## src/design/sdramCtrl_params.svh

```systemverilog
// SDRAM controller constants
`ifndef SDRAMCTRL_PARAMS_SVH
`define SDRAMCTRL_PARAMS_SVH

// device geometry, 4 banks x 8192 rows x 1024 cols x 16 bits
`define SDRAM_ROW_W       13        // row address width
`define SDRAM_COL_W       10        // column address width
`define SDRAM_BANK_W      2         // bank address width
`define SDRAM_DATA_W      16        // dq width

// cpu address split, byte address so A0 is not used
`define ROW_FIELD_LSB     11        // row is A23..A11
`define BANK_FIELD_LSB    24        // bank is A25..A24
`define COL_FIELD_LSB     1         // column is A10..A1
`define AP_BIT            10        // A10, auto precharge / all banks

// init and refresh timing in controller clocks
`define POWERUP_CYCLES    8         // cut down from 100us for simulation
`define INIT_REFRESHES    8         // auto refreshes before mode set
`define REFRESH_GAP       3         // nops after each refresh
`define MODE_WORD         13'h220   // burst 1, cas 2, single write
`define MRS_WAIT          3         // nops after mode set
`define REFRESH_INTERVAL  375       // 7.5us at 50MHz
`define CAS_LATENCY       2         // read data delay

// both timers share one width
`define TIMER_W           16

`endif
```

## src/design/sdramCtrlPkg.sv

```systemverilog
// SDRAM controller types
`include "sdramCtrl_params.svh"

package sdramCtrlPkg;

	// {cs_n, ras_n, cas_n, we_n}
	typedef enum logic [3:0] {
		CMD_MODESET   = 4'b0000,
		CMD_REFRESH   = 4'b0001,
		CMD_PRECHARGE = 4'b0010,       // A10 high selects all banks
		CMD_ACTIVATE  = 4'b0011,
		CMD_WRITE     = 4'b0100,       // A10 high for auto precharge
		CMD_READ      = 4'b0101,       // A10 high for auto precharge
		CMD_NOP       = 4'b0111,
		CMD_DESELECT  = 4'b1111
	} sdramCmd_t;

	typedef enum logic [4:0] {
		ST_POWERUP, ST_POWERWAIT, ST_FIRSTNOP, ST_PRECHARGE,
		ST_REFRESH, ST_REFRESHGAP, ST_MODESET, ST_MODEWAIT,
		ST_IDLE, ST_ACTIVATE, ST_READ, ST_CASWAIT, ST_WRITE, ST_DONE
	} seqState_t;

	typedef enum logic [1:0] {
		FE_IDLE,                       // waiting for a selected bus cycle
		FE_REQ,                        // req up, waiting on ack
		FE_ACK                         // dtack out, waiting on AS_L high
	} feState_t;

	typedef struct packed {
		logic                      write;    // 1 = write cycle
		logic [`SDRAM_BANK_W-1:0]  bank;
		logic [`SDRAM_ROW_W-1:0]   row;
		logic [`SDRAM_COL_W-1:0]   col;
		logic [1:0]                byteEn;   // {upper, lower}, active high
		logic [`SDRAM_DATA_W-1:0]  wdata;
	} cpuReq_t;

	typedef struct packed {
		logic                      cke;
		sdramCmd_t                 cmd;
		logic [`SDRAM_ROW_W-1:0]   addr;
		logic [`SDRAM_BANK_W-1:0]  ba;
		logic [1:0]                dqm;      // high masks the byte
		logic                      drive;    // enable dq output
		logic [`SDRAM_DATA_W-1:0]  wdata;
		logic                      capture;  // sample dq on falling edge
	} phyCtrl_t;

endpackage

```

## src/design/sdramSequencer.sv

```systemverilog
// SDRAM command sequencer
`timescale 1ns/1ps
`include "sdramCtrl_params.svh"

module sdramSequencer (
	input  logic                   Clock,
	input  logic                   Reset_L,
	input  sdramCtrlPkg::cpuReq_t  request,
	input  logic                   req,
	output logic                   ack,
	output sdramCtrlPkg::phyCtrl_t phy,        // registered again by the pin stage
	output logic                   ResetOut_L
);

	localparam int RefCntW = $clog2(`INIT_REFRESHES + 1);

	sdramCtrlPkg::seqState_t state;
	sdramCtrlPkg::seqState_t nextState;

	logic [`TIMER_W-1:0] timer;               // general delay counting down to 0
	logic [`TIMER_W-1:0] timerValue;
	logic                timerLoad;
	logic                timerDone;
	logic [`TIMER_W-1:0] refTimer;            // periodic refresh interval
	logic                refLoad;
	logic                refDue;
	logic [RefCntW-1:0]  refLeft;             // refreshes still to issue
	logic                initDone;

	assign timerDone  = (timer == '0);
	assign refDue     = (refTimer == '0);
	assign ResetOut_L = initDone;             // cpu held until init ends

	////////////////////////////////////////////////////////////
	// state, timers and counters
	////////////////////////////////////////////////////////////
	always_ff @(posedge Clock or negedge Reset_L) begin
		if (!Reset_L) begin
			state    <= sdramCtrlPkg::ST_POWERUP;
			timer    <= '0;
			refTimer <= '0;
			refLeft  <= '0;
			initDone <= 1'b0;
			ack      <= 1'b0;
		end else begin
			state <= nextState;
			if (timerLoad)
				timer <= timerValue;
			else if (!timerDone)
				timer <= timer - 1'b1;
			if (refLoad)
				refTimer <= `TIMER_W'(`REFRESH_INTERVAL);
			else if (!refDue)
				refTimer <= refTimer - 1'b1;
			if (state == sdramCtrlPkg::ST_PRECHARGE)      // one refresh once running
				refLeft <= initDone ? RefCntW'(1) : RefCntW'(`INIT_REFRESHES);
			else if (state == sdramCtrlPkg::ST_REFRESH)
				refLeft <= refLeft - 1'b1;
			if (state == sdramCtrlPkg::ST_MODEWAIT && timerDone)
				initDone <= 1'b1;
			ack <= (state == sdramCtrlPkg::ST_DONE) && req;  // drops a cycle after req
		end
	end

	////////////////////////////////////////////////////////////
	// next state and pin control
	////////////////////////////////////////////////////////////
	always_comb begin
		nextState  = state;
		phy        = '0;
		phy.cke    = 1'b1;
		phy.cmd    = sdramCtrlPkg::CMD_NOP;
		timerLoad  = 1'b0;
		timerValue = '0;
		refLoad    = 1'b0;
		case (state)
			sdramCtrlPkg::ST_POWERUP: begin
				phy.cke    = 1'b0;
				phy.cmd    = sdramCtrlPkg::CMD_DESELECT;
				timerLoad  = 1'b1;
				timerValue = `TIMER_W'(`POWERUP_CYCLES - 1);
				nextState  = sdramCtrlPkg::ST_POWERWAIT;
			end
			sdramCtrlPkg::ST_POWERWAIT: begin
				phy.cke = 1'b0;                      // cke low for the whole wait
				phy.cmd = sdramCtrlPkg::CMD_DESELECT;
				if (timerDone)
					nextState = sdramCtrlPkg::ST_FIRSTNOP;
			end
			sdramCtrlPkg::ST_FIRSTNOP:
				nextState = sdramCtrlPkg::ST_PRECHARGE;
			sdramCtrlPkg::ST_PRECHARGE: begin
				phy.cmd           = sdramCtrlPkg::CMD_PRECHARGE;
				phy.addr[`AP_BIT] = 1'b1;            // all banks
				nextState         = sdramCtrlPkg::ST_REFRESH;
			end
			sdramCtrlPkg::ST_REFRESH: begin
				phy.cmd    = sdramCtrlPkg::CMD_REFRESH;
				timerLoad  = 1'b1;
				timerValue = `TIMER_W'(`REFRESH_GAP - 1);
				nextState  = sdramCtrlPkg::ST_REFRESHGAP;
			end
			sdramCtrlPkg::ST_REFRESHGAP: begin
				if (timerDone) begin
					if (refLeft != '0)
						nextState = sdramCtrlPkg::ST_REFRESH;
					else if (initDone)
						nextState = sdramCtrlPkg::ST_IDLE;
					else
						nextState = sdramCtrlPkg::ST_MODESET;
				end
			end
			sdramCtrlPkg::ST_MODESET: begin
				phy.cmd    = sdramCtrlPkg::CMD_MODESET;
				phy.addr   = `MODE_WORD;             // ba stays 0
				timerLoad  = 1'b1;
				timerValue = `TIMER_W'(`MRS_WAIT - 1);
				nextState  = sdramCtrlPkg::ST_MODEWAIT;
			end
			sdramCtrlPkg::ST_MODEWAIT: begin
				if (timerDone) begin
					refLoad   = 1'b1;                // start refresh interval
					nextState = sdramCtrlPkg::ST_IDLE;
				end
			end
			sdramCtrlPkg::ST_IDLE: begin
				if (refDue) begin                    // refresh wins over the cpu
					refLoad   = 1'b1;
					nextState = sdramCtrlPkg::ST_PRECHARGE;
				end else if (req)
					nextState = sdramCtrlPkg::ST_ACTIVATE;
			end
			sdramCtrlPkg::ST_ACTIVATE: begin
				phy.cmd   = sdramCtrlPkg::CMD_ACTIVATE;
				phy.addr  = request.row;
				phy.ba    = request.bank;
				nextState = request.write ? sdramCtrlPkg::ST_WRITE : sdramCtrlPkg::ST_READ;
			end
			sdramCtrlPkg::ST_WRITE: begin
				phy.cmd                     = sdramCtrlPkg::CMD_WRITE;
				phy.addr[`SDRAM_COL_W-1:0]  = request.col;
				phy.addr[`AP_BIT]           = 1'b1;  // auto precharge
				phy.ba                      = request.bank;
				phy.dqm                     = ~request.byteEn;
				phy.drive                   = 1'b1;
				phy.wdata                   = request.wdata;
				nextState                   = sdramCtrlPkg::ST_DONE;
			end
			sdramCtrlPkg::ST_READ: begin
				phy.cmd                     = sdramCtrlPkg::CMD_READ;
				phy.addr[`SDRAM_COL_W-1:0]  = request.col;
				phy.addr[`AP_BIT]           = 1'b1;
				phy.ba                      = request.bank;
				timerLoad                   = 1'b1;
				timerValue                  = `TIMER_W'(`CAS_LATENCY);
				nextState                   = sdramCtrlPkg::ST_CASWAIT;
			end
			sdramCtrlPkg::ST_CASWAIT: begin
				if (timerDone) begin                 // lands cas+1 pin cycles after read
					phy.capture = 1'b1;
					nextState   = sdramCtrlPkg::ST_DONE;
				end
			end
			sdramCtrlPkg::ST_DONE: begin
				if (!req)
					nextState = sdramCtrlPkg::ST_IDLE;
			end
			default: nextState = sdramCtrlPkg::ST_POWERUP;
		endcase
	end

	// column commands follow an activate of the same bank
	colAfterActivate: assert property (
		@(posedge Clock) disable iff (!Reset_L)
		(phy.cmd inside {sdramCtrlPkg::CMD_READ, sdramCtrlPkg::CMD_WRITE})
			|-> $past(phy.cmd) == sdramCtrlPkg::CMD_ACTIVATE && $past(phy.ba) == phy.ba
	) else $error("read or write without activate");

endmodule

```

## config.mk

```make
export PLATFORM = sky130hd
export DESIGN_NAME = sdramSequencer
export DESIGN_NICKNAME = d
export VERILOG_FILES = /design/src/design/sdramCtrlPkg.sv /design/src/design/sdramSequencer.sv
export VERILOG_INCLUDE_DIRS = /design/src /design/src/design
export SDC_FILE = /design/constraint.sdc
export NUM_CORES = 1
export LEC_CHECK = 0
export ABC_AREA = 1
export BUFFER_PORTS_ARGS = -buffer_cell sky130_fd_sc_hd__buf_2
export CORE_MARGIN = 2
export CORE_UTILIZATION = 53
export DETAILED_ROUTE_END_ITERATION = 8
export MAX_ROUTING_LAYER = met4
export PLACE_DENSITY = 0.81
export SLEW_MARGIN = 10
export SYNTH_ARGS = -nofsm -noshare
export SYNTH_HDL_FRONTEND = slang
export SYNTH_SLANG_ARGS = --single-unit
```

## constraint.sdc

```tcl
create_clock -name Clock -period 2.1 [get_ports Clock]
set_input_delay 0.105 -clock Clock [delete_from_list [all_inputs] [get_ports Clock]]
set_output_delay 0.105 -clock Clock [all_outputs]
set_load 0.1 [all_outputs]
```

==> flow_summary.ini <==
[grt]
globalRouteOverflowTotal = 0
grt_max_degree = 43
grt_antenna_before_repair = 0
grt_use_total_pct = 28.3
grt_pass1_wl_mm = 14.1
grt_pass1_vias = 3182

[synthesis]
synth_edf_count = 0
async_flop_share_pct = 100
synthTopCellsByArea = dfrtp_1, nand2_1, nor2_1
ys_types = 42
syn-num-nets = 497
ys_warn_count = 0
synth-seq-area-share_pct = 33.9
synthFlopType = dfrtp_1
syn_area_per_cell_um2 = 6.95
synthCells = 446
synthesis.area_um2 = 3100
synth_seq_cells = 42
synth_largest_area_cell = dfrtp_1
yosys.area.top_type_share_pct = 33.9

[cts]
path_clk_slew_ns = 0.08
clockBufferDepth = 2
clock_insertion_delay_worst_skew_ns = 0.30
clkSinkCount = 42
cts_tree = built
htreeDepth = 2
cts_buffers = 5
clk_root_buffer_cell = clkbuf_8
cts_setup_buffers = 0

[timing]
slew_viol_final = 0
skew_ns = 0.00607
fmax_mhz = 503
finalSetupViolations = 0
rsz0062_at_grt = false
finalCritPeriodShare_pct = 94.6
slew_headroom_pct = 38.4
fin_crit_ns = 1.99
tightest_slew_ns = 0.924
hold_violations = 0
fin_tns_setup_ns = 0

[placement]
hpwlAfterDp_mm = 7.03
portBuffers = 88
gp_congestion = 1.07
place_inst = 601

[hold_path]
hp-class = input port to flip-flop
min_from = request[43]
whs_path_depth = 5
hold_path_end = state[2]$_DFFE_PN0P_

[die]
num_rows = 27
boundaryPins = 89
die_width_um = 80.5
fp.coreArea_um2 = 5570
fp.dieArea_um2 = 6470
die_h_um = 80.5
initial_core_util_pct = 55.6

[run]
maxCapViolCount = 0

[worst_setup_path]
cp-end-kind = primary output
critPathKind = flip-flop to primary output
start_kind = flip-flop
r2r-start = refTimer[0]$_DFFE_PN0P_
worst_r2r_path_depth = 10
r2r-end = state[1]$_DFFE_PN0P_
worst-path-max-fanout = 4
required_ns = 2.00
arrival_ns = 1.88
r2r_slack_ns = 0.33

[cells_and_area]
finalNonFillerCells = 610
final_common_cell = nand2_1
post-route-util_pct = 77.1
diodes = 0
mostFrequentLayoutCells = nand2_1, nor2_1, inv_1
nets = 588
drive_above_1_share_pct = 30.3
area_delta_synth_final_pct = 38.7

[drt]
vias_per_cell = 5.31
ant_nets = 0
routed_wirelength_mm = 8.82
wl_per_cell_um = 14.5
drtPass1Iterations = 5
drc = 0
drt_iter0_drc = 278
vias = 3240

[power_and_ir_drop]
power.leakage_nw = 2.25
vdd_drop_max_v = 0.00142
power_w = 0.00577
p_per_area_nw_per_um2 = 1340

[status]
status = finished clean
## how the worst max path moves through the flow
stage	start	slack, ns	cells after the start	endpoint
2_1_floorplan	state[2]$_DFFE_PN0P_	-0.77	6	phy[35]
3_3_place_gp	state[3]$_DFFE_PN0P_	0.39	8	phy[37]
3_5_place_dp	timer[0]$_DFFE_PN0P_	0.32	7	phy[0]
4_1_cts	state[3]$_DFFE_PN0P_	0.02	7	phy[30]
5_1_grt	state[1]$_DFFE_PN0P_	0.006	7	phy[35]
6_report	timer[0]$_DFFE_PN0P_	0.11	7	phy[0]
## cell type report
class                   count  area (µm²)
flip-flops and latches     42        1050
well taps                  72        90.1
clock inverters             2        12.5
clock buffers               6        82.6
inverters                  71         267
repair buffers             92        1000
multi-input cells         325        1790
fillers                   380        1280
## layer usage
metal / vias up / wire [µm] / GRT usage, %
met2: 101 / 4800 / 49.2
met3: 24 / 396 / 6.07
li1: 1581 / - / -
met4: 0 / 206 / 9.32
met5: - / 0 / -
met1: 1534 / 3420 / 32.4
## state kept, by name, summed over array words and instances, names as in the netlist
name and cells:
refLeft 4, state 4, ResetOut_L 1, timer 16
ack 1, refTimer 16
## where the power goes
part | total, W | internal, W | switching [W] | leakage (nW)
registers | 0.00125 | 0.00101 | 0.000238 | 0.524
logic | 0.00397 | 0.00125 | 0.00272 | 1.68
clock network | 0.000555 | 0.000264 | 0.000290 | 0.0472
## synth_stat cells, types with 2 or more instances
| cell type | instances |
|---|---|
| a22o_1 | 8 |
| dfrtp_1 | 42 |
| nand3b_1 | 2 |
| nand2_4 | 3 |
| xor2_1 | 14 |
| nand2_1 | 94 |
| o21ai_2 | 2 |
| o31ai_1 | 2 |
| inv_1 | 63 |
| ha_1 | 4 |
| buf_2 | 2 |
| nand3_1 | 28 |
| xnor2_1 | 5 |
| o211ai_1 | 2 |
| a21boi_0 | 2 |
| a21oi_1 | 6 |
| nand4_1 | 11 |
| nor3_1 | 10 |
| and2_1 | 2 |
| nor2_1 | 89 |
| nand2_2 | 5 |
| inv_2 | 6 |
| and3_1 | 2 |
| nor2_4 | 3 |
| nor2_8 | 2 |
| buf_6 | 3 |
| o21ai_0 | 8 |
| nor2_2 | 10 |
| clkinv_1 | 2 |
| clkbuf_1 | 2 |
## logic make-up after synthesis
family / count (synthesis) / share of synthesized area [%]
fa+ha+maj: 4 / 1.62
simple gates: 265 / 39.7
flops: 42 / 33.9
buf+inv: 79 / 10.5
xor+xnor: 19 / 5.37
compound gates: 37 / 8.85
## metrics by stage
| step | hold slack [ns] | cell area, µm² | worst slack (ns) |
|---|---|---|---|
| global route | 0.173 | 4300 | 0.00576 |
| global placement | 0.290 | 4190 | 0.394 |
| detailed placement | 0.291 | 4190 | 0.322 |
| finish | 0.145 | 4300 | 0.114 |
| CTS | 0.145 | 4290 | 0.0242 |
| floorplan | -0.191 | 3170 | -0.773 |
## critical path, stage by stage (launching register included)
cell and delay, ns:
dfrtp_1 0.41, inv_1 0.10, ha_1 0.30, nand2_4 0.13, nor2_4 0.15, nand3_2 0.09
nor2_2 0.10, buf_4 0.30
## repair_timing
| action | in CTS | in global routing |
|---|---|---|
| hold buffers | 1 | 0 |
| resized for setup | 1 | 3 |
| cloned | 0 | 0 |
| endpoints found under the setup margin | 1 | 14 |
| pin swaps | 0 | 0 |
| hold endpoints to repair | 42 | 0 |
Power figures use the tool's default switching activity.
