File: src/design/sdramCtrl_params.svh
// SDRAM controller constants
`ifndef SDRAMCTRL_PARAMS_SVH
`define SDRAMCTRL_PARAMS_SVH

// device geometry, 4 banks x 8192 rows x 1024 cols x 16 bits
`define SDRAM_ROW_W       13        // row address width
`define SDRAM_COL_W       10        // column address width
`define SDRAM_BANK_W      2         // bank address width
`define SDRAM_DATA_W      16        // dq width

// cpu address split, byte address so A0 is not used
`define ROW_FIELD_LSB     11        // row is A23..A11
`define BANK_FIELD_LSB    24        // bank is A25..A24
`define COL_FIELD_LSB     1         // column is A10..A1
`define AP_BIT            10        // A10, auto precharge / all banks

// init and refresh timing in controller clocks
`define POWERUP_CYCLES    8         // cut down from 100us for simulation
`define INIT_REFRESHES    8         // auto refreshes before mode set
`define REFRESH_GAP       3         // nops after each refresh
`define MODE_WORD         13'h220   // burst 1, cas 2, single write
`define MRS_WAIT          3         // nops after mode set
`define REFRESH_INTERVAL  375       // 7.5us at 50MHz
`define CAS_LATENCY       2         // read data delay

// both timers share one width
`define TIMER_W           16

`endif
File: src/design/sdramCtrlPkg.sv
// SDRAM controller types
`include "sdramCtrl_params.svh"

package sdramCtrlPkg;

	// {cs_n, ras_n, cas_n, we_n}
	typedef enum logic [3:0] {
		CMD_MODESET   = 4'b0000,
		CMD_REFRESH   = 4'b0001,
		CMD_PRECHARGE = 4'b0010,       // A10 high selects all banks
		CMD_ACTIVATE  = 4'b0011,
		CMD_WRITE     = 4'b0100,       // A10 high for auto precharge
		CMD_READ      = 4'b0101,       // A10 high for auto precharge
		CMD_NOP       = 4'b0111,
		CMD_DESELECT  = 4'b1111
	} sdramCmd_t;

	typedef enum logic [4:0] {
		ST_POWERUP, ST_POWERWAIT, ST_FIRSTNOP, ST_PRECHARGE,
		ST_REFRESH, ST_REFRESHGAP, ST_MODESET, ST_MODEWAIT,
		ST_IDLE, ST_ACTIVATE, ST_READ, ST_CASWAIT, ST_WRITE, ST_DONE
	} seqState_t;

	typedef enum logic [1:0] {
		FE_IDLE,                       // waiting for a selected bus cycle
		FE_REQ,                        // req up, waiting on ack
		FE_ACK                         // dtack out, waiting on AS_L high
	} feState_t;

	typedef struct packed {
		logic                      write;    // 1 = write cycle
		logic [`SDRAM_BANK_W-1:0]  bank;
		logic [`SDRAM_ROW_W-1:0]   row;
		logic [`SDRAM_COL_W-1:0]   col;
		logic [1:0]                byteEn;   // {upper, lower}, active high
		logic [`SDRAM_DATA_W-1:0]  wdata;
	} cpuReq_t;

	typedef struct packed {
		logic                      cke;
		sdramCmd_t                 cmd;
		logic [`SDRAM_ROW_W-1:0]   addr;
		logic [`SDRAM_BANK_W-1:0]  ba;
		logic [1:0]                dqm;      // high masks the byte
		logic                      drive;    // enable dq output
		logic [`SDRAM_DATA_W-1:0]  wdata;
		logic                      capture;  // sample dq on falling edge
	} phyCtrl_t;

endpackage

File: src/design/cpuBusFrontEnd.sv
// 68000 bus front end
`timescale 1ns/1ps
`include "sdramCtrl_params.svh"

module cpuBusFrontEnd (
	input  logic                       Clock,
	input  logic                       Reset_L,
	input  logic [31:0]                Address,       // cpu byte address
	input  logic [`SDRAM_DATA_W-1:0]   DataIn,        // write data from cpu
	input  logic                       UDS_L,         // D15..D8 strobe
	input  logic                       LDS_L,         // D7..D0 strobe
	input  logic                       AS_L,
	input  logic                       WE_L,          // low for write
	input  logic                       DramSelect_L,  // address decode for dram
	output logic [`SDRAM_DATA_W-1:0]   DataOut,       // read data to cpu
	output logic                       Dtack_L,
	output sdramCtrlPkg::cpuReq_t      request,       // held through handshake
	output logic                       req,
	input  logic                       ack,
	input  logic [`SDRAM_DATA_W-1:0]   rdata          // captured by pin stage
);

	sdramCtrlPkg::feState_t state;
	logic                   busCycle;                 // selected cycle with a strobe

	// writes bring the strobes after AS_L, so wait for one of them
	assign busCycle = !AS_L && !DramSelect_L && (!UDS_L || !LDS_L);

	// pin stage holds rdata until the next read
	assign DataOut = rdata;

	////////////////////////////////////////////////////////////
	// handshake fsm
	////////////////////////////////////////////////////////////
	always_ff @(posedge Clock or negedge Reset_L) begin
		if (!Reset_L) begin
			state   <= sdramCtrlPkg::FE_IDLE;
			req     <= 1'b0;
			Dtack_L <= 1'b1;
		end else begin
			case (state)
				sdramCtrlPkg::FE_IDLE: begin
					if (busCycle && !ack) begin    // previous ack must be gone
						req   <= 1'b1;
						state <= sdramCtrlPkg::FE_REQ;
					end
				end
				sdramCtrlPkg::FE_REQ: begin
					if (ack) begin
						Dtack_L <= 1'b0;           // end the cpu cycle
						state   <= sdramCtrlPkg::FE_ACK;
					end
				end
				sdramCtrlPkg::FE_ACK: begin
					if (AS_L) begin                // cpu released the bus
						Dtack_L <= 1'b1;
						req     <= 1'b0;
						state   <= sdramCtrlPkg::FE_IDLE;
					end
				end
				default: state <= sdramCtrlPkg::FE_IDLE;
			endcase
		end
	end

	////////////////////////////////////////////////////////////
	// request capture
	////////////////////////////////////////////////////////////
	always_ff @(posedge Clock) begin
		if (state == sdramCtrlPkg::FE_IDLE && busCycle && !ack) begin
			request.write  <= !WE_L;
			request.bank   <= Address[`BANK_FIELD_LSB +: `SDRAM_BANK_W];
			request.row    <= Address[`ROW_FIELD_LSB +: `SDRAM_ROW_W];
			request.col    <= Address[`COL_FIELD_LSB +: `SDRAM_COL_W];
			request.byteEn <= {!UDS_L, !LDS_L};   // strobes to byte enables
			request.wdata  <= DataIn;
		end
	end

	// sequencer must have answered before the request goes away
	reqHeldUntilAck: assert property (
		@(posedge Clock) disable iff (!Reset_L)
		$fell(req) |-> ack
	) else $error("req dropped before ack");

endmodule

File: config.mk
export PLATFORM = sky130hd
export DESIGN_NAME = cpuBusFrontEnd
export DESIGN_NICKNAME = d
export VERILOG_FILES = /design/src/design/sdramCtrlPkg.sv /design/src/design/cpuBusFrontEnd.sv
export VERILOG_INCLUDE_DIRS = /design/src /design/src/design
export SDC_FILE = /design/constraint.sdc
export NUM_CORES = 1
export LEC_CHECK = 0
export BUFFER_PORTS_ARGS = -buffer_cell sky130_fd_sc_hd__buf_2
export CAP_MARGIN = 10
export CORE_AREA = 2 2 74 76
export DETAILED_ROUTE_END_ITERATION = 16
export DIE_AREA = 0 0 76 78
export HOLD_SLACK_MARGIN = 0.03
export PLACE_DENSITY = 0.68
export SETUP_SLACK_MARGIN = 0.4
export SYNTH_ARGS = -nofsm -noshare
export SYNTH_HDL_FRONTEND = slang
export SYNTH_SLANG_ARGS = --single-unit
File: constraint.sdc
create_clock -name Clock -period 2.6 [get_ports Clock]
set_input_delay 0.52 -clock Clock [delete_from_list [all_inputs] [get_ports Clock]]
set_output_delay 0.52 -clock Clock [all_outputs]
set_load 0.01 [all_outputs]
==> results of run 1 <==
-- state kept, by name, indices dropped and copies added, names as in the netlist --
register  cells
state         2
req           1
Dtack_L       1
request      44
-- cell usage after synthesis --
library cell and n:
sky130_fd_sc_hd__a211oi_2 1, sky130_fd_sc_hd__a21oi_1 1, sky130_fd_sc_hd__a31oi_1 1, sky130_fd_sc_hd__buf_4 16, sky130_fd_sc_hd__dfrtp_1 3, sky130_fd_sc_hd__dfstp_2 1
sky130_fd_sc_hd__edfxtp_1 44, sky130_fd_sc_hd__inv_1 7, sky130_fd_sc_hd__nand3_1 1, sky130_fd_sc_hd__nor2_1 1, sky130_fd_sc_hd__nor3_1 1, sky130_fd_sc_hd__nor4b_4 1
sky130_fd_sc_hd__o21ai_0 2, sky130_fd_sc_hd__o31ai_1 1, sky130_fd_sc_hd__or2_1 1
-- critical path, stage by stage --
cell	delay (ps)
sky130_fd_sc_hd__buf_2	120
sky130_fd_sc_hd__a211oi_2	230
sky130_fd_sc_hd__nor4b_4	250
sky130_fd_sc_hd__buf_4	320
-- power groups by stage --
| stage | Sequential (mW) | Combinational, mW | Clock, mW |
|---|---|---|---|
| floorplan | 0.918 | 0.0489 | 0 |
| global placement | 0.905 | 0.103 | 0 |
| detailed placement | 0.904 | 0.106 | 0 |
| CTS | 0.887 | 0.107 | 0.531 |
| global route | 0.890 | 0.118 | 0.564 |
| finish | 0.887 | 0.105 | 0.513 |
-- worst max-delay path by stage --
stage / from / to / slack, ps
floorplan: LDS_L / request[0]$_DFFE_PP_ / -80
global placement: LDS_L / request[1]$_DFFE_PP_ / 800
detailed placement: AS_L / request[1]$_DFFE_PP_ / 770
CTS: AS_L / request[26]$_DFFE_PP_ / 1090
global route: AS_L / request[40]$_DFFE_PP_ / 1030
finish: AS_L / request[42]$_DFFE_PP_ / 1110
-- cell type report --
type / instances / area, um^2 / area share, %
Inverter: 7 / 26.3 / 1.18
Multi-Input combinational cell: 11 / 85.1 / 3.82
Clock buffer: 6 / 72.6 / 3.26
Sequential cell: 48 / 1420 / 63.9
Timing Repair Buffer: 97 / 495 / 22.3
Tap cell: 70 / 87.6 / 3.94
Clock inverter: 2 / 35.0 / 1.57
-- stage by stage --
stage          total power [mW]  cells  hold WS (ps)  setup TNS [ps]  worst slack (ps)
6_report                   1.50    241           395               0              1110
5_1_grt                    1.57    241           374               0              1030
4_1_cts                    1.53    241           382               0              1090
3_5_place_dp               1.01    232           331               0               772
3_3_place_gp               1.01    232           334               0               795
2_1_floorplan             0.967     82           224           -3510             -79.7
-- cells by family (layout without fill, tap and decap cells) --
group,count (synthesis),in the layout,synth area share (%)
and+or+nand+nor,5,5,2.65
DFF,48,48,86.0
buffers and inverters,23,112,8.85
AOI/OAI and AO/OA,6,6,2.50
-- metal layers --
metal	vias to the layer above	global-route usage [%]	wire, um
li1	457	-	-
met1	469	12.3	1220
met2	64	18.2	1500
met3	21	5.12	357
met4	0	5.82	119
met5	-	0	0
-- timing repair --
item                       in CTS  in global routing
hold endpoints to repair        3                  0
hold buffers                    1                  0
setup endpoints to repair       0                  0
==> metrics.csv, run 1 <==
stage,metric,value,unit
sta,final cycle utilization of the critical path,57.2,%
sta,worst slew margin relative to its limit,81.6,%
sta,maximum operating frequency,673,MHz
detailed_routing,number of DRC violations after detailed routing,0,
logic_synthesis,synth unique cells,15,
logic_synthesis,dominant cell type by area after synthesis,sky130_fd_sc_hd__edfxtp_1,
place,estimated wirelength of the detail-placed design,2.48,mm
logic_synthesis,Synth Warn #,0,
clock_tree,H-tree Lvls,2,
floorplan,I/O pin cnt,134,
layout,area delta synth->final,34.5,%
sta,actual transition at the worst max-transition pin,275,ps
floorplan,area enclosed by the die boundary,0.00593,mm^2
logic_synthesis,Netlist Area Pre-Place,0.00165,mm^2
sta,final critical path time including I/O delays and setup,1490,ps
setup_path,depth of the worst register-to-register path,2,
detailed_routing,Routed wire per std cell,13.3,um
logic_synthesis,share of the synthesized area in the top cell type,79.9,%
clock_tree,number of gates resized after cts,0,
setup_path,"critical path fanouts, max",23,
pwr,switching share of power,19.4,%
pwr,sequential group share of total power,59.0,%
global_route,Tot GR Track Use,11.2,%
clock_tree,number of buffers created by CTS,5,
pwr,part of the total power dissipated in the clock network,34.1,%
detailed_routing,"wirelength, routed",3.20,mm
global_route,leftover overflow at the end of global routing,0,
clock_tree,Post CTS Setup Buffer Count,0,
detailed_routing,final antenna-violating net count,0,
setup_path,data arrival time at the worst-slack endpoint,1460,ps
layout,Antenna diodes,0,
pwr,power per standard cell area,676,mW/mm^2
floorplan,area inside the core boundary,0.00504,mm^2
place,placed cell area,0.00211,mm^2
setup_path,type of origin of the critical path,primary input,
hold_path,beginning of the worst hold path,DataIn[4],
global_route,antenna violations before repair,0,
pwr,cell-internal power,1.21,mW
setup_path,worst setup path class,in -> reg,
hold_path,count of cells along the worst hold path,1,
sta,count of endpoints failing setup in the final report,0,
place,count of buffers inserted at the top-level ports,94,
layout,final instance area,0.00222,mm^2
flow_run,maxcap violations,0,
sta,Slew Limit Fails,0,
status,outcome,"finished, final reports clean",
global_route,vias in the first global route,1062,
floorplan,floorplan die width,76,um
hold_path,worst hold path endpoint,request[4]$_DFFE_PP_,
setup_path,start of the worst register-to-register path,state[1]$_DFFE_PN0P_,
logic_synthesis,top post-synthesis cells by area,"sky130_fd_sc_hd__edfxtp_1 80%, sky130_fd_sc_hd__buf_4 7.3%, sky130_fd_sc_hd__dfrtp_1 4.5%, sky130_fd_sc_hd__dfstp_2 1.6%, sky130_fd_sc_hd__inv_1 1.6%",
hold_path,Hold/Removal Path Class,in -> reg,
logic_synthesis,count of mapped cells out of synthesis,82,
floorplan,vertical extent of the die,78,um
logic_synthesis,post-synth net total,154,
floorplan,placement row count,26,
setup_path,required time of the critical path,2570,ps
pwr,power dissipated by switching net loads,0.292,mW
logic_synthesis,count of state elements after synthesis,48,
sta,hold violation count in the final report,0,
layout,utilization after layout,44.1,%
logic_synthesis,Post-Synthesis Mean Instance Area,20.2,um^2
sta,setup repair after global routing missed its margin,no,
setup_path,Critical Path End Type,flip-flop,
setup_path,reg2reg setup slack,1170,ps
detailed_routing,routed vias,1011,
detailed_routing,1st-pass router iterations,2,
clock_tree,number of sinks handled by clock tree synthesis,48,
detailed_routing,iteration-0 DRC count of the detailed router,31,
global_route,pin count of the biggest net entering global routing,24,
layout,most common library cell in the layout ignoring fill and taps,sky130_fd_sc_hd__buf_2,
clock_tree,clock-pin transition on the worst setup and hold timing paths,90,ps
layout,nets,242,
layout,fraction of layout cells with a size suffix above 1,62.0,%
detailed_routing,via density per instance,4.20,
setup_path,worst flop-to-flop path endpoint,request[42]$_DFFE_PP_,
sta,worst-case clock skew,10.2,ps
layout,FILL cells,484,
floorplan,Initial Util,32.8,%
pwr,combinational share of power,7.0,%
global_route,global-route wire length before repair,5.02,mm
logic_synthesis,sequential area share after synthesis,86.0,%
clock_tree,library cell used as clock root buffer,sky130_fd_sc_hd__clkbuf_8,
clock_tree,clock network latency to the later pin of the worst-skew pair,290,ps
clock_tree,clock buffer depth,2,
pwr,largest voltage drop on the vdd net,0.376,mV
pwr,leakage power summed over all cells,0.942,nW
layout,"commonest cells after routing, fill and taps aside","94 x sky130_fd_sc_hd__buf_2, 44 x sky130_fd_sc_hd__edfxtp_1, 7 x sky130_fd_sc_hd__inv_1, 5 x sky130_fd_sc_hd__clkbuf_8, 3 x sky130_fd_sc_hd__dfrtp_1",
place,final weighted congestion in routability-driven placement,0.660,
clock_tree,CTS tree,yes,
Power figures use the tool's default switching activity.
==> inputs of run 2 (changes only) <==
ABC_AREA = 1   (was unset)
PLACE_DENSITY = 0.65   (was 0.68)
clock period = 1.5 ns   (was 2.6 ns; I/O delays follow)
==> run 2 against run 1 <==
  * Global-route usage fell by 1.2 points
  * Register-to-register slack got worse by 970 ps
  * Combinational power rose to 2.6 times the previous value
  * Non-clock buffer count rose by 6
  * Synthesized area fell by 0.61%
  * Worst setup slack got worse by 910 ps
  * Critical endpoint is now request[0]$_DFFE_PP_
==> metrics.csv, run 2 <==
stage,metric,value,unit
logic_synthesis,Synth Warn #,0,
pwr,combinational share of power,10.0,%
status,outcome,"finished, final reports clean",
layout,Antenna diodes,0,
logic_synthesis,number of enable-type register cells in the synthesized netlist,44,
pwr,sequential group share of total power,57.5,%
sta,final sum of negative setup slack,0,ps
setup_path,Critical Path End Type,flip-flop,
floorplan,area inside the core boundary,0.00504,mm^2
layout,area delta synth->final,42.1,%
sta,hold violation count in the final report,0,
global_route,leftover overflow at the end of global routing,0,
pwr,switching share of power,19.7,%
logic_synthesis,count of state elements after synthesis,48,
place,placed cell area,0.00213,mm^2
floorplan,placement row count,26,
logic_synthesis,count of mapped cells out of synthesis,91,
layout,total area of sequential cells,0.00142,mm^2
logic_synthesis,largest family of logic cells by synthesized area,buffers and inverters,
clock_tree,clock network latency to the later pin of the worst-skew pair,290,ps
clock_tree,number of buffers created by CTS,5,
layout,most flop-heavy register,request,
setup_path,worst setup path class,reg -> reg,
global_route,vias in the first global route,1020,
layout,Largest register FFs,44,
clock_tree,library cell used as clock root buffer,sky130_fd_sc_hd__clkbuf_8,
place,count of buffers inserted at the top-level ports,94,
logic_synthesis,Post-synth ARST share,8.33,%
global_route,antenna violations before repair,0,
sta,setup repair after global routing missed its margin,yes,
setup_path,slowest library cell on the worst path,sky130_fd_sc_hd__dfrtp_1,
place,"worst slack, placed",135,ps
layout,"commonest cells after routing, fill and taps aside","92 x sky130_fd_sc_hd__buf_2, 44 x sky130_fd_sc_hd__edfxtp_1, 13 x sky130_fd_sc_hd__nand2_1, 8 x sky130_fd_sc_hd__inv_1, 5 x sky130_fd_sc_hd__clkbuf_8",
sta,count of endpoints failing setup in the final report,0,
setup_path,Max stage delay on crit path,380,ps
layout,most common library cell in the layout ignoring fill and taps,sky130_fd_sc_hd__buf_2,
detailed_routing,final antenna-violating net count,0,
logic_synthesis,Post-synth top flop,sky130_fd_sc_hd__edfxtp_1,
setup_path,data arrival time at the worst-slack endpoint,1310,ps
detailed_routing,iteration-0 DRC count of the detailed router,21,
global_route,pin count of the biggest net entering global routing,29,
clock_tree,clock buffer depth,2,
detailed_routing,number of DRC violations after detailed routing,0,
logic_synthesis,library cell with the highest instance count after synthesis,sky130_fd_sc_hd__edfxtp_1,
pwr,leakage power summed over all cells,1.03,nW
logic_synthesis,commonest cells in the netlist,"44 x sky130_fd_sc_hd__edfxtp_1, 16 x sky130_fd_sc_hd__buf_4, 14 x sky130_fd_sc_hd__nand2_1",
logic_synthesis,top post-synthesis cells by area,"sky130_fd_sc_hd__edfxtp_1 80%, sky130_fd_sc_hd__buf_4 7.3%, sky130_fd_sc_hd__dfrtp_1 4.6%, sky130_fd_sc_hd__nand2_1 3.2%, sky130_fd_sc_hd__inv_1 2.1%",
clock_tree,clock-pin transition on the worst setup and hold timing paths,80,ps
sta,worst slew margin relative to its limit,90.4,%
logic_synthesis,share of the synthesized area in the top cell type,80.4,%
place,estimated wirelength of the detail-placed design,2.08,mm
hold_path,Hold/Removal Path Class,in -> reg,
floorplan,I/O pin cnt,134,
logic_synthesis,xor and xnor area share after synthesis,0,%
pwr,power dissipated by switching net loads,0.536,mW
detailed_routing,via density per instance,3.88,
pwr,power per standard cell area,1160,mW/mm^2
floorplan,Initial Util,32.6,%
place,final weighted congestion in routability-driven placement,0.719,
setup_path,cell family contributing the most delay on the critical path,buffers and inverters,
sta,maximum operating frequency,770,MHz
detailed_routing,"wirelength, routed",2.90,mm
logic_synthesis,share of synthesized area spent on multiplexers,0,%
flow_run,maxcap violations,0,
setup_path,ordered list of cells on the worst path,nor2_1 > nand2_1 > inv_1 > nand2_2 > clkinvlp_4 > buf_12 > buf_12,
sta,fin worst setup slack,201,ps
pwr,cell-internal power,2.18,mW
logic_synthesis,dominant cell type by area after synthesis,sky130_fd_sc_hd__edfxtp_1,
setup_path,critical path buffer and inverter count,4,
layout,FILL cells,464,
sta,final critical path time including I/O delays and setup,1300,ps
sta,final cycle utilization of the critical path,86.6,%
setup_path,"critical path fanouts, max",8,
setup_path,type of origin of the critical path,flip-flop,
pwr,largest voltage drop on the vdd net,0.528,mV
sta,Slew Limit Fails,0,
detailed_routing,1st-pass router iterations,2,
detailed_routing,Routed wire per std cell,11.3,um
clock_tree,H-tree Lvls,2,
sta,worst-case clock skew,3.08,ps
clock_tree,CTS tree,yes,
global_route,global-route wire length before repair,4.40,mm
layout,nets,257,
floorplan,floorplan die width,76,um
global_route,Tot GR Track Use,10.0,%
layout,combined area of the multi-input logic cells,70.1,um^2
setup_path,CP most frequent cell,sky130_fd_sc_hd__buf_12,
logic_synthesis,sequential area share after synthesis,86.5,%
logic_synthesis,post-synth net total,163,
layout,registers with the most flip-flops,"request: 44 flops, state: 2 flops",
logic_synthesis,complex-gate fraction of the synthesized area,0,%
logic_synthesis,adder-cell area share of the yosys netlist,0,%
logic_synthesis,synth unique cells,7,
logic_synthesis,Post-Synthesis Mean Instance Area,18.1,um^2
layout,final instance area,0.00234,mm^2
logic_synthesis,Netlist Area Pre-Place,0.00164,mm^2
setup_path,required time of the critical path,1510,ps
pwr,part of the total power dissipated in the clock network,32.4,%
sta,actual transition at the worst max-transition pin,144,ps
logic_synthesis,"share of synthesized cell area in and, or, nand and nor gates",4.11,%
floorplan,area enclosed by the die boundary,0.00593,mm^2
clock_tree,number of sinks handled by clock tree synthesis,48,
detailed_routing,routed vias,992,
floorplan,vertical extent of the die,78,um
layout,fraction of layout cells with a size suffix above 1,60.2,%
==> run 2: through the flow <==
stage / hold slack, ps / power, mW / cells / utilization, %
after detailed placement: 112 / 1.81 / 241 / 42.2
after global placement: 110 / 1.80 / 241 / 42.2
after CTS: 168 / 2.73 / 255 / 46.1
after global routing: 157 / 2.82 / 256 / 46.3
final: 176 / 2.72 / 256 / 46.3
after floorplan: 4.41 / 1.72 / 91 / -
==> run 2: layout make-up <==
class / instances / area share (%)
inverters: 9 / 1.61
multi-input cells: 18 / 3.00
repair buffers: 103 / 26.1
clock buffers: 6 / 3.11
flip-flops and latches: 48 / 60.9
well taps: 70 / 3.75
clock inverters: 2 / 1.50
==> run 2: worst paths after layout <==
| check | start | end | slack [ps] | cells after the start |
|---|---|---|---|---|
| worst max register to register | state[1]$_DFFE_PN0P_ | request[0]$_DFFE_PP_ | 200 | 7 |
| max in group asynchronous | Reset_L | Dtack_L$_DFFE_PN1P_ | 960 | 2 |
| min in group asynchronous | Reset_L | state[0]$_DFFE_PN0P_ | 340 | 2 |
| worst max-delay path | state[1]$_DFFE_PN0P_ | request[0]$_DFFE_PP_ | 200 | 7 |
| worst min register to register | Dtack_L$_DFFE_PN1P_ | Dtack_L$_DFFE_PN1P_ | 480 | 2 |
| worst min-delay path | Address[5] | request[22]$_DFFE_PP_ | 180 | 1 |
==> run 2: cell families (layout without fill, tap and decap cells) <==
logic type / Yosys count / after routing
buf+inv: 25 / 120
flops: 48 / 48
simple gates: 18 / 18
==> run 2: power by group through the flow <==
| stage | clock (mW) | sequential, mW | combinational (mW) |
|---|---|---|---|
| 6_report | 0.882 | 1.56 | 0.272 |
| 5_1_grt | 0.952 | 1.57 | 0.296 |
| 2_1_floorplan | 0 | 1.62 | 0.0954 |
| 3_5_place_dp | 0 | 1.59 | 0.222 |
| 3_3_place_gp | 0 | 1.59 | 0.216 |
| 4_1_cts | 0.913 | 1.56 | 0.260 |
==> run 2: timing repair <==
action | in CTS | in global routing
pin swaps | 0 | 1
hold buffers | 1 | 0
setup endpoints to repair | 74 | 90
gates resized for setup | 2 | 1
buffers inserted | 4 | 1
hold endpoints to repair | 4 | 0
cloned | 1 | 0
==> run 2: worst reg2reg max path: cells and delay by family, from the launching register on <==
| kind | cells | cell delay (ps) |
|---|---|---|
| AND/OR/NAND/NOR | 3 | 240 |
| buffers and inverters | 4 | 410 |
| flip-flops | 1 | 380 |
==> run 2: per-layer routing <==
layer  track usage [%]  vias to the layer above  part of all wire (%)  wire [um]
met5                 0                        -                     0          0
met4              5.64                        0                   2.6         75
met3              4.53                       11                    10        299
met2              17.9                       60                    53       1530
met1              9.60                      442                    34        994
li1                  -                      479                     -          -
==> inputs of run 3 (changes only) <==
==> constraint.sdc (replaced) <==
create_clock -name Clock -period 1.5 [get_ports Clock]
set_input_delay 0.075 -clock Clock [delete_from_list [all_inputs] [get_ports Clock]]
set_output_delay 0.075 -clock Clock [all_outputs]
set_load 0.01 [all_outputs]
==> run 3 against run 2 <==
  * Clock power rose by 0.9%
  * Largest cell class unchanged
  * Largest power group unchanged
  * Clock skew increased by 1.2 ps
  * Critical endpoint is now request[18]$_DFFE_PP_
  * Via count grew 15%
  * Utilization increased by 7.4 points
  * Non-clock buffer count is 40 higher
  * Fmax increased by 1.3%
==> metrics.csv, run 3 (synthesis results as in run 2) <==
stage,metric,value,unit
global_route,global-route wire length before repair,5.61,mm
layout,most flop-heavy register,request,
setup_path,"critical path fanouts, max",25,
global_route,Tot GR Track Use,12.4,%
place,count of buffers inserted at the top-level ports,94,
sta,actual transition at the worst max-transition pin,138,ps
sta,hold violation count in the final report,0,
flow_run,maxcap violations,0,
setup_path,reg2reg setup slack,220,ps
setup_path,Critical Path End Type,flip-flop,
sta,final critical path time including I/O delays and setup,1280,ps
pwr,leakage power summed over all cells,1.17,nW
sta,setup repair after global routing missed its margin,yes,
floorplan,area inside the core boundary,0.00504,mm^2
detailed_routing,via density per instance,3.86,
layout,most common library cell in the layout ignoring fill and taps,sky130_fd_sc_hd__buf_2,
global_route,pin count of the biggest net entering global routing,26,
setup_path,required time of the critical path,1500,ps
sta,final cycle utilization of the critical path,85.5,%
layout,utilization after layout,53.7,%
detailed_routing,routed vias,1143,
setup_path,data arrival time at the worst-slack endpoint,1280,ps
floorplan,placement row count,26,
sta,worst slew margin relative to its limit,90.8,%
clock_tree,clock buffer depth,2,
place,placed cell area,0.00213,mm^2
layout,area delta synth->final,64.8,%
clock_tree,number of sinks handled by clock tree synthesis,48,
sta,worst-case clock skew,4.29,ps
global_route,antenna violations before repair,0,
clock_tree,clock network latency to the later pin of the worst-skew pair,290,ps
floorplan,vertical extent of the die,78,um
detailed_routing,iteration-0 DRC count of the detailed router,15,
place,estimated wirelength of the detail-placed design,2.16,mm
floorplan,Initial Util,32.6,%
floorplan,floorplan die width,76,um
layout,registers with the most flip-flops,"request: 44 flops, state: 2 flops",
detailed_routing,Routed wire per std cell,11.6,um
sta,maximum operating frequency,779,MHz
sta,final sum of negative setup slack,0,ps
sta,Slew Limit Fails,0,
clock_tree,number of buffers created by CTS,5,
layout,fraction of layout cells with a size suffix above 1,47.3,%
layout,"commonest cells after routing, fill and taps aside","94 x sky130_fd_sc_hd__buf_2, 47 x sky130_fd_sc_hd__dlygate4sd3_1, 44 x sky130_fd_sc_hd__edfxtp_1, 13 x sky130_fd_sc_hd__nand2_1, 8 x sky130_fd_sc_hd__inv_1",
clock_tree,CTS tree,yes,
layout,nets,297,
clock_tree,clock-pin transition on the worst setup and hold timing paths,80,ps
clock_tree,library cell used as clock root buffer,sky130_fd_sc_hd__clkbuf_8,
floorplan,area enclosed by the die boundary,0.00593,mm^2
hold_path,Hold/Removal Path Class,in -> reg,
layout,final instance area,0.00271,mm^2
detailed_routing,1st-pass router iterations,3,
sta,count of endpoints failing setup in the final report,0,
clock_tree,H-tree Lvls,2,
detailed_routing,"wirelength, routed",3.44,mm
setup_path,worst setup path class,reg -> reg,
place,final weighted congestion in routability-driven placement,0.687,
pwr,largest voltage drop on the vdd net,0.520,mV
global_route,vias in the first global route,1231,
sta,Hold Slack,48.5,ps
detailed_routing,number of DRC violations after detailed routing,0,
layout,Antenna diodes,0,
floorplan,I/O pin cnt,134,
status,outcome,"finished, final reports clean",
pwr,power per standard cell area,1020,mW/mm^2
detailed_routing,final antenna-violating net count,0,
layout,Largest register FFs,44,
setup_path,type of origin of the critical path,flip-flop,
global_route,leftover overflow at the end of global routing,0,
-- run 3: changes by cell type in the layout (fill, tap and decap cells not counted), moves of 2 or more --
cell / previous run / this run
sky130_fd_sc_hd__dlygate4sd3_1: 1 / 47
sky130_fd_sc_hd__buf_6: 2 / 0
sky130_fd_sc_hd__buf_4: 4 / 0
sky130_fd_sc_hd__buf_2: 92 / 94
-- run 3: worst paths after layout --
path | start | end | cells past startpoint
worst max-delay path | state[0]$_DFFE_PN0P_ | request[18]$_DFFE_PP_ | 6
worst min-delay path | AS_L | state[1]$_DFFE_PN0P_ | 4
worst max register to register | state[0]$_DFFE_PN0P_ | request[18]$_DFFE_PP_ | 6
worst min register to register | Dtack_L$_DFFE_PN1P_ | Dtack_L$_DFFE_PN1P_ | 2
max in group asynchronous | Reset_L | Dtack_L$_DFFE_PN1P_ | 2
min in group asynchronous | Reset_L | req$_DFFE_PN0P_ | 2
-- run 3: through the flow --
step | setup slack (ps) | total power, mW | instances
6_report | 217 | 2.76 | 296
3_3_place_gp | 244 | 1.80 | 241
4_1_cts | 211 | 2.80 | 296
5_1_grt | 122 | 2.89 | 296
2_1_floorplan | -55.1 | 1.72 | 91
3_5_place_dp | 231 | 1.81 | 241
-- run 3: area by class of cell --
class	count	area, um^2
clock buffer	5	68.8
clock inverter	3	42.5
fill	412	2330
inverter	9	37.5
multi-input combinational	18	70.1
sequential	48	1420
tap	70	87.6
timing repair buffer	143	981
-- run 3: critical path, stage by stage, from the launching register on --
cell	delay, ps
sky130_fd_sc_hd__dfrtp_1	400
sky130_fd_sc_hd__nor2_1	110
sky130_fd_sc_hd__nand2_1	50
sky130_fd_sc_hd__inv_1	60
sky130_fd_sc_hd__nand2_2	70
sky130_fd_sc_hd__clkinvlp_4	110
sky130_fd_sc_hd__buf_12	180
-- run 3: metal layers --
| metal | wire [um] | up-vias | part of all wire [%] | global-route usage [%] |
|---|---|---|---|---|
| met2 | 1890 | 59 | 55 | 24.0 |
| met4 | 63 | 0 | 1.8 | 4.55 |
| li1 | - | 562 | - | - |
| met3 | 286 | 12 | 8.3 | 4.65 |
| met5 | 0 | - | 0 | 0 |
| met1 | 1210 | 510 | 35 | 11.9 |
-- run 3: power breakdown --
group	total (mW)	internal [mW]	switching, mW
registers	1.56	1.54	0.0218
clock network	0.890	0.493	0.397
logic	0.315	0.184	0.131
total	2.76	2.21	0.550
-- run 3: what timing repair did --
item                                   CTS  global route
resized for setup                        0             0
setup endpoints to repair               44            44
setup buffers                            0             0
hold buffers                            47             0
endpoints found under the hold margin   50             0
